==> src/design/pipeline_pkg.sv <==
package pipeline_pkg;

	////////////////////////////////////////////////////////////////////////////
	// Widths
	////////////////////////////////////////////////////////////////////////////

	typedef logic [31:0] data_t;           // Register value
	typedef logic [4:0]  reg_idx_t;        // Register index
	typedef logic [31:0] inst_t;           // Instruction word
	typedef logic [11:0] imm_t;            // Zero-extended on use

	typedef logic [2:0]  buf_count_t;      // Buffer occupancy, 0 to 4
	typedef logic [1:0]  credit_count_t;   // Commit credits, 0 to 2

	// Opcode field, codes 9 to 15 are illegal
	typedef enum logic [3:0]
	{
		ALU_ADD  = 4'h0,
		ALU_SUB  = 4'h1,
		ALU_AND  = 4'h2,
		ALU_OR   = 4'h3,
		ALU_XOR  = 4'h4,
		ALU_SLL  = 4'h5,   // Shift by low 5 bits of b
		ALU_SRL  = 4'h6,   // Logical right shift
		ALU_SLT  = 4'h7,   // Signed compare, 1 or 0
		OP_HALT  = 4'h8
	} alu_op_t;

	// Commit status
	typedef enum logic [1:0]
	{
		ST_NO_ERROR          = 2'd0,
		ST_HALTED_ON_HALT    = 2'd1,
		ST_HALTED_ON_ILLEGAL = 2'd2
	} status_t;

	////////////////////////////////////////////////////////////////////////////
	// Instruction fields
	////////////////////////////////////////////////////////////////////////////

	localparam int OPC_HI      = 31;
	localparam int OPC_LO      = 28;
	localparam int DEST_HI     = 27;
	localparam int DEST_LO     = 23;
	localparam int RA_HI       = 22;
	localparam int RA_LO       = 18;
	localparam int RB_HI       = 17;
	localparam int RB_LO       = 13;
	localparam int IMM_SEL_BIT = 12;   // 1 selects immediate for b
	localparam int IMM_HI      = 11;
	localparam int IMM_LO      = 0;

	localparam reg_idx_t ZERO_REG = 5'd0;   // Reads zero, drops writes

	// Credit loops
	localparam int INST_CREDITS   = 4;   // Buffer depth
	localparam int COMMIT_CREDITS = 2;
	localparam int BUF_PTR_W      = $clog2(INST_CREDITS);

	typedef logic [BUF_PTR_W-1:0] buf_ptr_t;

endpackage

==> src/design/inst_buffer.sv <==
module inst_buffer
	import pipeline_pkg::*;
(
	input  logic  clock,
	input  logic  reset,
	input  logic  inst_valid,    // Producer holds a credit for this one
	input  inst_t inst,
	input  logic  advance,
	output logic  head_valid,
	output inst_t head_inst,
	output logic  inst_credit    // One pulse per popped entry
);

	inst_t      mem [INST_CREDITS];   // Queue storage
	buf_ptr_t   rd_ptr;
	buf_ptr_t   wr_ptr;
	buf_count_t count;
	logic       pop;

	assign head_valid = (count != '0);
	assign head_inst  = mem[rd_ptr];
	assign pop        = advance & head_valid;   // Decode takes the head

	////////////////////////////////////////////////////////////////////////////
	// Storage
	////////////////////////////////////////////////////////////////////////////

	// Write on arrival, head shows up next cycle
	always_ff @(posedge clock)
	begin
		if (inst_valid)
			mem[wr_ptr] <= inst;
	end

	////////////////////////////////////////////////////////////////////////////
	// Pointers and occupancy
	////////////////////////////////////////////////////////////////////////////

	always_ff @(posedge clock)
	begin
		if (reset)
		begin
			rd_ptr <= '0;
			wr_ptr <= '0;
			count  <= '0;
		end
		else
		begin
			if (inst_valid)
				wr_ptr <= wr_ptr + 1'b1;   // Wraps at depth
			if (pop)
				rd_ptr <= rd_ptr + 1'b1;
			// Push and pop together leave count as is
			count <= count + buf_count_t'(inst_valid) - buf_count_t'(pop);
		end
	end

	// Credit back to producer
	always_ff @(posedge clock)
	begin
		if (reset)
			inst_credit <= 1'b0;
		else
			inst_credit <= pop;   // One cycle after the pop
	end

endmodule

==> src/design/reg_file.sv <==
module reg_file
	import pipeline_pkg::*;
(
	input  logic     clock,
	input  reg_idx_t ra_idx,
	input  reg_idx_t rb_idx,
	output data_t    ra_data,
	output data_t    rb_data,
	input  logic     wr_en,
	input  reg_idx_t wr_idx,
	input  data_t    wr_data
);

	data_t regs [2**$bits(reg_idx_t)];   // No reset on the array

	// Read port A
	always_comb
	begin
		if (ra_idx == ZERO_REG)
			ra_data = '0;
		else if (wr_en && (wr_idx == ra_idx))
			ra_data = wr_data;   // Write-through
		else
			ra_data = regs[ra_idx];
	end

	// Read port B, same rules
	always_comb
	begin
		if (rb_idx == ZERO_REG)
			rb_data = '0;
		else if (wr_en && (wr_idx == rb_idx))
			rb_data = wr_data;
		else
			rb_data = regs[rb_idx];
	end

	always_ff @(posedge clock)
	begin
		if (wr_en && (wr_idx != ZERO_REG))   // Zero register stays zero
			regs[wr_idx] <= wr_data;
	end

endmodule

==> src/design/decode_stage.sv <==
module decode_stage
	import pipeline_pkg::*;
(
	input  logic     clock,
	input  logic     reset,
	input  logic     advance,
	input  logic     head_valid,
	input  inst_t    head_inst,
	input  logic     wr_en,       // Writeback port into the register file
	input  reg_idx_t wr_idx,
	input  data_t    wr_data,
	output logic     dx_valid,
	output alu_op_t  dx_op,
	output reg_idx_t dx_dest,
	output reg_idx_t dx_ra_idx,
	output reg_idx_t dx_rb_idx,
	output data_t    dx_a,
	output data_t    dx_b,
	output logic     dx_imm_sel,
	output imm_t     dx_imm
);

	alu_op_t  op;
	reg_idx_t dest;
	reg_idx_t ra_idx;
	reg_idx_t rb_idx;
	logic     imm_sel;
	imm_t     imm;
	data_t    ra_data;
	data_t    rb_data;
	logic     stops;     // Halt or illegal code
	logic     halted;    // Sticky until reset

	////////////////////////////////////////////////////////////////////////////
	// Field split
	////////////////////////////////////////////////////////////////////////////

	assign op      = alu_op_t'(head_inst[OPC_HI:OPC_LO]);   // May hold an illegal code
	assign dest    = head_inst[DEST_HI:DEST_LO];
	assign ra_idx  = head_inst[RA_HI:RA_LO];
	assign rb_idx  = head_inst[RB_HI:RB_LO];
	assign imm_sel = head_inst[IMM_SEL_BIT];
	assign imm     = head_inst[IMM_HI:IMM_LO];

	// Anything past the ALU codes ends the stream
	assign stops = (head_inst[OPC_HI:OPC_LO] > 4'(ALU_SLT));

	reg_file reg_file_i
	(
		.clock   (clock),
		.ra_idx  (ra_idx),
		.rb_idx  (rb_idx),
		.ra_data (ra_data),
		.rb_data (rb_data),
		.wr_en   (wr_en),
		.wr_idx  (wr_idx),
		.wr_data (wr_data)
	);

	////////////////////////////////////////////////////////////////////////////
	// ID/EX register
	////////////////////////////////////////////////////////////////////////////

	always_ff @(posedge clock)
	begin
		if (reset)
		begin
			dx_valid <= 1'b0;
			halted   <= 1'b0;
		end
		else if (advance)
		begin
			dx_valid <= head_valid & ~halted;   // Bubbles once halted
			if (head_valid && !halted && stops)
				halted <= 1'b1;
		end
	end

	// Payload, meaningless when dx_valid is low
	always_ff @(posedge clock)
	begin
		if (advance)
		begin
			dx_op      <= op;
			dx_dest    <= dest;
			dx_ra_idx  <= ra_idx;
			dx_rb_idx  <= rb_idx;
			dx_a       <= ra_data;
			dx_b       <= rb_data;
			dx_imm_sel <= imm_sel;
			dx_imm     <= imm;
		end
	end

endmodule

==> src/design/execute_stage.sv <==
module execute_stage
	import pipeline_pkg::*;
(
	input  logic     clock,
	input  logic     reset,
	input  logic     advance,
	input  logic     dx_valid,
	input  alu_op_t  dx_op,
	input  reg_idx_t dx_dest,
	input  reg_idx_t dx_ra_idx,
	input  reg_idx_t dx_rb_idx,
	input  data_t    dx_a,
	input  data_t    dx_b,
	input  logic     dx_imm_sel,
	input  imm_t     dx_imm,
	input  logic     wr_en,       // Write port seen for forwarding
	input  reg_idx_t wr_idx,
	input  data_t    wr_data,
	output logic     xw_valid,
	output logic     xw_wr_en,
	output reg_idx_t xw_dest,
	output data_t    xw_result,
	output status_t  xw_status
);

	data_t   fwd_a;
	data_t   fwd_b;
	data_t   opnd_b;
	data_t   result;
	logic    is_alu;
	status_t status;

	// Writeback result beats the stale ID/EX value
	assign fwd_a = (wr_en && (wr_idx != ZERO_REG) && (wr_idx == dx_ra_idx)) ? wr_data : dx_a;
	assign fwd_b = (wr_en && (wr_idx != ZERO_REG) && (wr_idx == dx_rb_idx)) ? wr_data : dx_b;

	assign opnd_b = dx_imm_sel ? data_t'(dx_imm) : fwd_b;   // Zero-extended

	////////////////////////////////////////////////////////////////////////////
	// ALU and status
	////////////////////////////////////////////////////////////////////////////

	always_comb
	begin
		is_alu = 1'b1;
		status = ST_NO_ERROR;
		result = '0;
		case (dx_op)
			ALU_ADD: result = fwd_a + opnd_b;
			ALU_SUB: result = fwd_a - opnd_b;
			ALU_AND: result = fwd_a & opnd_b;
			ALU_OR:  result = fwd_a | opnd_b;
			ALU_XOR: result = fwd_a ^ opnd_b;
			ALU_SLL: result = fwd_a << opnd_b[4:0];
			ALU_SRL: result = fwd_a >> opnd_b[4:0];
			ALU_SLT: result = data_t'($signed(fwd_a) < $signed(opnd_b));
			OP_HALT:
			begin
				is_alu = 1'b0;
				status = ST_HALTED_ON_HALT;
			end
			default:
			begin
				is_alu = 1'b0;   // Unknown code
				status = ST_HALTED_ON_ILLEGAL;
			end
		endcase
	end

	// EX/WB register
	always_ff @(posedge clock)
	begin
		if (reset)
			xw_valid <= 1'b0;
		else if (advance)
			xw_valid <= dx_valid;
	end

	always_ff @(posedge clock)
	begin
		if (advance)
		begin
			xw_wr_en  <= is_alu & (dx_dest != ZERO_REG);
			xw_dest   <= dx_dest;
			xw_result <= result;
			xw_status <= status;
		end
	end

endmodule

==> src/design/writeback_stage.sv <==
module writeback_stage
	import pipeline_pkg::*;
(
	input  logic     clock,
	input  logic     reset,
	input  logic     xw_valid,
	input  logic     xw_wr_en,
	input  reg_idx_t xw_dest,
	input  data_t    xw_result,
	input  status_t  xw_status,
	input  logic     commit_credit,   // One credit back per pulse
	output logic     advance,
	output logic     wr_en,
	output reg_idx_t wr_idx,
	output data_t    wr_data,
	output logic     commit_valid,
	output logic     commit_wr_en,
	output reg_idx_t commit_idx,
	output data_t    commit_data,
	output status_t  commit_status
);

	credit_count_t credits;     // Commits the consumer can still take
	logic          no_credit;

	assign no_credit = (credits == '0);

	////////////////////////////////////////////////////////////////////////////
	// Commit and stall
	////////////////////////////////////////////////////////////////////////////

	// Fires in the same cycle the instruction sits in EX/WB
	assign commit_valid = xw_valid & ~no_credit;

	// Whole pipeline freezes on a stuck commit
	assign advance = ~(xw_valid & no_credit);

	assign commit_wr_en  = commit_valid & xw_wr_en;
	assign commit_idx    = xw_dest;
	assign commit_data   = xw_result;
	assign commit_status = xw_status;

	// Register file write, only for a commit that fires
	assign wr_en   = commit_valid & xw_wr_en;
	assign wr_idx  = xw_dest;
	assign wr_data = xw_result;

	////////////////////////////////////////////////////////////////////////////
	// Credit counter
	////////////////////////////////////////////////////////////////////////////

	always_ff @(posedge clock)
	begin
		if (reset)
			credits <= credit_count_t'(COMMIT_CREDITS);   // Full after reset
		else
			// Return and spend in one cycle cancel
			credits <= credits + credit_count_t'(commit_credit)
				- credit_count_t'(commit_valid);
	end

endmodule

==> src/design/pipeline.sv <==
module pipeline
	import pipeline_pkg::*;
(
	input  logic     clock,
	input  logic     reset,
	input  logic     inst_valid,
	input  inst_t    inst,
	output logic     inst_credit,
	output logic     commit_valid,
	output logic     commit_wr_en,
	output reg_idx_t commit_idx,
	output data_t    commit_data,
	output status_t  commit_status,
	input  logic     commit_credit
);

	logic     advance;      // Global stage enable
	logic     head_valid;
	inst_t    head_inst;

	// ID/EX
	logic     dx_valid;
	alu_op_t  dx_op;
	reg_idx_t dx_dest;
	reg_idx_t dx_ra_idx;
	reg_idx_t dx_rb_idx;
	data_t    dx_a;
	data_t    dx_b;
	logic     dx_imm_sel;
	imm_t     dx_imm;

	// EX/WB
	logic     xw_valid;
	logic     xw_wr_en;
	reg_idx_t xw_dest;
	data_t    xw_result;
	status_t  xw_status;

	// Register write, also the forward path
	logic     wr_en;
	reg_idx_t wr_idx;
	data_t    wr_data;

	////////////////////////////////////////////////////////////////////////////
	// Input side
	////////////////////////////////////////////////////////////////////////////

	inst_buffer buffer_i
	(
		.clock       (clock),
		.reset       (reset),
		.inst_valid  (inst_valid),
		.inst        (inst),
		.advance     (advance),
		.head_valid  (head_valid),
		.head_inst   (head_inst),
		.inst_credit (inst_credit)
	);

	////////////////////////////////////////////////////////////////////////////
	// Decode and execute
	////////////////////////////////////////////////////////////////////////////

	decode_stage decode_i
	(
		.clock      (clock),
		.reset      (reset),
		.advance    (advance),
		.head_valid (head_valid),
		.head_inst  (head_inst),
		.wr_en      (wr_en),
		.wr_idx     (wr_idx),
		.wr_data    (wr_data),
		.dx_valid   (dx_valid),
		.dx_op      (dx_op),
		.dx_dest    (dx_dest),
		.dx_ra_idx  (dx_ra_idx),
		.dx_rb_idx  (dx_rb_idx),
		.dx_a       (dx_a),
		.dx_b       (dx_b),
		.dx_imm_sel (dx_imm_sel),
		.dx_imm     (dx_imm)
	);

	execute_stage execute_i
	(
		.clock      (clock),
		.reset      (reset),
		.advance    (advance),
		.dx_valid   (dx_valid),
		.dx_op      (dx_op),
		.dx_dest    (dx_dest),
		.dx_ra_idx  (dx_ra_idx),
		.dx_rb_idx  (dx_rb_idx),
		.dx_a       (dx_a),
		.dx_b       (dx_b),
		.dx_imm_sel (dx_imm_sel),
		.dx_imm     (dx_imm),
		.wr_en      (wr_en),
		.wr_idx     (wr_idx),
		.wr_data    (wr_data),
		.xw_valid   (xw_valid),
		.xw_wr_en   (xw_wr_en),
		.xw_dest    (xw_dest),
		.xw_result  (xw_result),
		.xw_status  (xw_status)
	);

	////////////////////////////////////////////////////////////////////////////
	// Output side
	////////////////////////////////////////////////////////////////////////////

	writeback_stage writeback_i
	(
		.clock         (clock),
		.reset         (reset),
		.xw_valid      (xw_valid),
		.xw_wr_en      (xw_wr_en),
		.xw_dest       (xw_dest),
		.xw_result     (xw_result),
		.xw_status     (xw_status),
		.commit_credit (commit_credit),
		.advance       (advance),
		.wr_en         (wr_en),
		.wr_idx        (wr_idx),
		.wr_data       (wr_data),
		.commit_valid  (commit_valid),
		.commit_wr_en  (commit_wr_en),
		.commit_idx    (commit_idx),
		.commit_data   (commit_data),
		.commit_status (commit_status)
	);

endmodule

==> config.mk <==
export PLATFORM = sky130hd
export DESIGN_NAME = pipeline
export DESIGN_NICKNAME = d
export VERILOG_FILES = /design/src/design/pipeline_pkg.sv /design/src/design/inst_buffer.sv /design/src/design/reg_file.sv /design/src/design/decode_stage.sv /design/src/design/execute_stage.sv /design/src/design/writeback_stage.sv /design/src/design/pipeline.sv
export SDC_FILE = /design/constraint.sdc
export NUM_CORES = 2
export LEC_CHECK = 0
export BUFFER_PORTS_ARGS = -buffer_cell sky130_fd_sc_hd__buf_2
export CELL_PAD_IN_SITES_DETAIL_PLACEMENT = 1
export CELL_PAD_IN_SITES_GLOBAL_PLACEMENT = 1
export CORE_UTILIZATION = 59
export CTS_CLUSTER_DIAMETER = 120
export DETAILED_ROUTE_END_ITERATION = 6
export PLACE_DENSITY_LB_ADDON = 0.1
export SLEW_MARGIN = 20
export SYNTH_ARGS = -nofsm -noshare
export SYNTH_HDL_FRONTEND = slang
export SYNTH_SLANG_ARGS = --single-unit
==> constraint.sdc <==
create_clock -name clock -period 10.95 [get_ports clock]
set_clock_uncertainty 0.05 [all_clocks]
set_input_delay 0.5475 -clock clock [delete_from_list [all_inputs] [get_ports clock]]
set_output_delay 0.5475 -clock clock [all_outputs]
set_load 0.02 [all_outputs]
# Yosys cells after proc, flatten, opt, wreduce, memory -nomap -nowiden

Memories as Yosys holds them, arrays and structs flattened. A register that Yosys moved wholly into a read port is not among the register bits.
Index checks and enable logic that the tools add are counted.
W data, S select, Z words.

Add/sub/neg operators: 8
Multiplexer cells: 12
Bitwise gates (word level): 12
Equal/unequal tests: 10
Shift operators: 2
Reductions and logical operators: 17
Div/mod/pow operators: 0
Order comparisons: 2
$mul: 0

Operators with widths:

| operator              | count |
|---|---|
| $pmux W32 S8          | 1 |
| $mux W32              | 3 |
| $add A32 B32 Y32      | 1 |
| $and A32 B32 Y32      | 1 |
| $lt A32 B32 Y1        | 1 |
| $or A32 B32 Y32       | 1 |
| $shl A32 B5 Y32       | 1 |
| $shr A32 B5 Y32       | 1 |
| $sub A32 B32 Y32      | 1 |
| $xor A32 B32 Y32      | 1 |
| $eq A4 B3 Y1 const B  | 4 |
| $eq A5 B5 Y1          | 2 |
| $logic_not A5 Y1      | 2 |
| $reduce_bool A5 Y1    | 2 |
| $eq A4 B2 Y1 const B  | 2 |
| $reduce_or A8 Y1      | 1 |
| $and A1 B1 Y1         | 6 |
| $logic_and A1 B1 Y1   | 5 |
| $mux W1               | 5 |
| $add A2 B1 Y2 const B | 2 |
| $eq A4 B1 Y1 const B  | 1 |
| $eq A4 B4 Y1 const B  | 1 |
| $gt A4 B3 Y1 const B  | 1 |
| $logic_not A4 Y1      | 1 |
| 11 further kinds      | 16 |

Memories: 2
Bits in latches: 0
Word-level logic and storage cells: 83
Memory bits (read-only): 0
Memory bits (writable): 1,152
Bits of input ports: 36
Flip-flop bits (word level): 85

Memories:

| memory                   | depth | width | read ports | clocked after Yosys merged registers in | write ports | line              | source |
|---|---|---|---|---|---|---|---|
| decode_i.reg_file_i.regs | 32    | 32    | 2          | 2                                       | 1           | reg_file.sv:14    | `data_t regs [2**$bits(reg_idx_t)];` |
| buffer_i.mem             | 4     | 32    | 1          | 1                                       | 1           | inst_buffer.sv:14 | `inst_t mem [INST_CREDITS];` |

# Longest topological paths before layout

Depth in word-level cells: 10
Mapped depth: 23
Depth with buffers taken out: 18

# Cells and area by module

From an unflattened synthesis, not the netlist that was laid out.

Cells, all modules: 4,609
Area, all modules: 68,227.9 µm²

Modules (own cells, without submodules):

| module          | cells an instance | instances | area an instance (µm²) | sequential area each (µm²) |
|---|---|---|---|---|
| reg_file        | 2,520             | 1         | 47,869.7               | 30,749.5 |
| execute_stage   | 1,680             | 1         | 11,549.8               | 1,221.2 |
| inst_buffer     | 214               | 1         | 5,154.9                | 4,043.9 |
| decode_stage    | 103               | 1         | 2,955.3                | 2,922.8 |
| writeback_stage | 92                | 1         | 698.2                  | 40.0 |

# Worst setup path before layout

No wires, ideal clock.

Path type: flip-flop to flip-flop
From: register execute_i.xw_dest[4]
To: register execute_i.xw_result[31] (data pin)
Stages on the path, launching flop included: 22
Clock period less this slack: 5,482 ps
Slack: 5,468 ps
Required time: 10,743 ps
Arrival time: 5,275 ps
Setup time: 157 ps
Cells stage by stage: edfxtp_1 -> or3_1 -> buf_2 -> o31a_4 -> nand3_1 -> buf_4 -> mux2i_1 -> o21a_1 -> clkbuf_1 -> buf_1 -> ha_1 -> or2_2 -> o311ai_0 -> a31oi_1 -> o221ai_1 -> a31oi_2 -> o31ai_4 -> a31oi_4 -> o31ai_2 -> a2111oi_1 -> o311a_1 -> a32oi_1

Cells in the longest elaborated chain, start to end: 7
Elaborated cells between the ends (all ways): 17
Classes of those cells: add/sub (2); eq/ne (2); shift (2); mux (4); bitwise (3); reduce/logical (4)

RTL lines:

| item                                     | line                                     | source |
|---|---|---|
| start, declared                          | execute_stage.sv:21                      | `output reg_idx_t xw_dest,` |
| start signal, assigned                   | execute_stage.sv:84                      | `xw_dest <= dx_dest;` |
| $reduce_bool A5 Y1                       | execute_stage.sv:34, execute_stage.sv:35 |  |
| $logic_and A1 B1 Y1                      | execute_stage.sv:34, execute_stage.sv:35 |  |
| $logic_and A1 B1 Y1                      | execute_stage.sv:35                      | `assign fwd_b = (wr_en && (wr_idx != ZERO_REG) && (wr_idx == dx_rb_idx)) ? wr_data : dx_b;` |
| $mux W32                                 | execute_stage.sv:35                      |  |
| $mux W32                                 | execute_stage.sv:37                      | `assign opnd_b = dx_imm_sel ? data_t'(dx_imm) : fwd_b;` |
| $sub A32 B32 Y32 (tied with other cells) | execute_stage.sv:50                      | `ALU_SUB: result = fwd_a - opnd_b;` |
| $pmux W32 S8 *                           | execute_stage.sv:48                      | `case (dx_op)` |
| via execute_i.result[31]                 | execute_stage.sv:29                      | `data_t result;` |
| end signal, assigned                     | execute_stage.sv:85                      | `xw_result <= result;` |
| end, declared                            | execute_stage.sv:22                      | `output data_t xw_result,` |

The timed path passes the listed nets; every way through them passes the cells marked *.
A chain may end at the register's enable or synchronous reset.

# Final worst setup path

Ends and elaborated chain as after synthesis.

==> reports/metrics.cfg <==
[global_routing]
grt_pass1_vias = 49000
antenna_found_initial = 8
gr-usage-all-layers_pct = 43.9
grt_max_degree = 85
grt-ovfl-total = 0
grt_pass1_wl_um = 358000

[synthesis]
syn_avg_cell_area_um2 = 14.9
yosysTopAreaCellShare_pct = 57.7
synth_area_leader_cell = edfxtp_1
ys_warn_count = 0
synth_area_um2 = 67000
synthFlopType = edfxtp_1
syn_inst = 4496
synthDistinctLibCells = 97
ys_top_cells_by_area = edfxtp_1 (58%), mux4_2 (14%), mux2i_1 (8.0%), ha_1 (2.0%), a21oi_1 (1.8%)
yosysSeqAreaShare_pct = 58.2
synth_edf_count = 1288
ys_ff_latch = 1303
async_flop_share_pct = 0

[power_and_ir_drop]
p_leak_nw = 26.1
pwr-share-clk_pct = 18.6
p_int_mw = 13.2
swShare_pct = 45.4
seqPwrFrac_pct = 28.1
combPwrFrac_pct = 53.3
switchingPower_mw = 11.0
peakVddDrop_uv = 255
power_mw = 24.1
power_density_nw_per_um2 = 326

[worst_hold_path]
min-delay-start = reset
hold-path-endpoint = buffer_i.wr_ptr[1]$_SDFFE_PP0P_
hold_depth = 2
min-delay-path-class = primary input to flip-flop

[timing]
grt_setup_unrepaired = no
tightestPinTransition_ns = 1.16
finalSetupViolCount = 0
tns_ns = 0
hold-worst-slack_ns = 0.0787
fmax_mhz = 147
fin_crit_ns = 6.78
final-hold-violation-count = 0
fin_crit_sh_pct = 62.0
slew_headroom_pct = 21.5
slew_violations = 0

[place]
portBuffers = 77
dp_hpwl_um = 147000
gp_congestion = 1.01

[floorplan]
ios = 78
die-area_um2 = 115000
floorplan.initialDensity_pct = 59.6
die_w_um = 339
die_h_um = 339
core_um2 = 112000
rows = 123

[critical_path]
worstPathCellList = or3_1, o31a_4, nand3_2, buf_4, mux2i_1, o21a_1, buf_4, ha_1, or2_2, o311ai_0, a31oi_1, o221ai_1, a31oi_2, o31ai_4, a31oi_4, o31ai_2, a2111oi_1, o311a_1, a32oi_1
cp_data_required_time_ns = 11.47
rrSetupSlack_ns = 4.17
path_common_cell = buf_4
r2r-end = execute_i.xw_result[31]$_DFFE_PN_
slowest_delay_ns = 0.66
path_delay_family = compound AO/OA/AOI/OAI gates
critPathLaunchType = flip-flop
end_kind = flip-flop
slowest_stage = or3_1
rr_startpoint = execute_i.xw_dest[4]$_DFFE_PN_
worst-setup-path-type = flip-flop to flip-flop
r2r_cells = 19
crit_buf_inv = 2
crit_fanout = 44
cp.arrival_ns = 7.30

[routing]
vias_per_cell = 7.55
top_layer_used = met5
drtPass1Iterations = 6
wirelength_um = 252000
wl_met1_um = 87200
antenna_left = 0
remaining_drc_errors = 0
wl_met3_um = 28800
wl_per_cell_um = 40.6
drt_iter0_markers = 6410
wl_met2_um = 118000
vias = 46900

[clock_tree]
hold_buffers = 32
clk_latency_ns = 0.77
root_buffer = clkbuf_16
cts_buffers = 137
cts_sinks = 1303
cts.path.max_buffers = 3
cts_resized = 0
cts_tree = built
htree_num_levels = 4
post_cts_buffers = 0
clk_pin_slew_ns = 0.07

[cells_and_area]
final_common_cell = edfxtp_1
syn_to_final_growth_pct = 10.5
drive_above_1_share_pct = 21.0
most-common-layout-cells = edfxtp_1 (1288), mux2i_1 (536), mux4_2 (423)
fin_util_pct = 65.8
nFillCells = 9959
nets = 4744

[status]
status = completed

[job]
maxCapViolations = 0

==> layer usage <==
layer  global-route usage, %  up-vias
met5                       0        -
met4                    26.5        6
met3                    10.3     1011
met2                    69.3     3673
met1                    55.6    23900
li1                        -    18300
==> kinds of logic after synthesis <==
kind of cell / count (synthesis) / share of synthesized area, %
flops: 1303 / 58.2
mux: 992 / 22.9
compound gates: 877 / 8.68
simple gates: 731 / 4.92
buf+inv: 444 / 2.75
fa+ha+maj: 110 / 2.09
xor+xnor: 38 / 0.497
other cells: 1 / 0.00560
==> power by group through the flow <==
stage / registers (mW) / logic, mW / clock network, mW
6_report: 6.77 / 12.9 / 4.50
5_1_grt: 6.79 / 13.3 / 4.65
4_1_cts: 6.76 / 12.4 / 4.44
3_5_place_dp: 6.85 / 12.2 / 0
3_3_place_gp: 6.82 / 12.0 / 0
2_1_floorplan: 7.04 / 7.76 / 0
==> cell usage after synthesis (69+ instances only) <==
cell,instances
nor2_1,240
o21ai_0,220
inv_1,99
mux2i_1,536
a21oi_1,241
nand2_1,275
buf_1,69
mux4_2,429
o221ai_1,133
edfxtp_1,1288
ha_1,107
clkbuf_1,186
==> area by class of cell <==
type | count | area (um2) | area share [%]
sequential | 1303 | 39000 | 52.7
multi-input combinational | 2780 | 26700 | 36.0
clock buffer | 172 | 3580 | 4.84
timing repair buffer | 268 | 1940 | 2.62
tap | 1500 | 1880 | 2.54
clock inverter | 71 | 569 | 0.769
inverter | 108 | 410 | 0.554
antenna | 4 | 10.0 | 0.0135
==> stage by stage <==
| stage | std cells | worst slack (ns) | instance area (um2) |
|---|---|---|---|
| 2_1_floorplan | 4527 | 5.47 | 67100 |
| 6_report | 6206 | 4.17 | 74000 |
| 3_3_place_gp | 5927 | 4.55 | 69500 |
| 5_1_grt | 6203 | 3.92 | 74000 |
| 4_1_cts | 6202 | 4.27 | 74000 |
| 3_5_place_dp | 5927 | 4.36 | 69500 |
==> flip-flops by register name, summed over array words and instances (netlist names), 4 cells and up, named ones only <==
signal	count
decode_i.dx_op	4
execute_i.xw_dest	5
decode_i.dx_imm	12
execute_i.xw_result	32
decode_i.dx_dest	5
buffer_i.mem	128
decode_i.dx_ra_idx	5
decode_i.reg_file_i.regs	1024
decode_i.dx_rb_idx	5
decode_i.dx_a	32
decode_i.dx_b	32
==> worst max path at each step <==
stage / start / end / slack, ns / cells past startpoint
4_1_cts: execute_i.xw_dest[4]$_DFFE_PN_ / execute_i.xw_result[31]$_DFFE_PN_ / 4.27 / 19
3_5_place_dp: execute_i.xw_dest[4]$_DFFE_PN_ / execute_i.xw_result[31]$_DFFE_PN_ / 4.36 / 19
6_report: execute_i.xw_dest[4]$_DFFE_PN_ / execute_i.xw_result[31]$_DFFE_PN_ / 4.17 / 19
5_1_grt: execute_i.xw_dest[2]$_DFFE_PN_ / execute_i.xw_result[31]$_DFFE_PN_ / 3.92 / 19
2_1_floorplan: execute_i.xw_dest[4]$_DFFE_PN_ / execute_i.xw_result[31]$_DFFE_PN_ / 5.47 / 21
3_3_place_gp: execute_i.xw_dest[2]$_DFFE_PN_ / execute_i.xw_result[31]$_DFFE_PN_ / 4.55 / 19
Power figures use the tool's default switching activity.
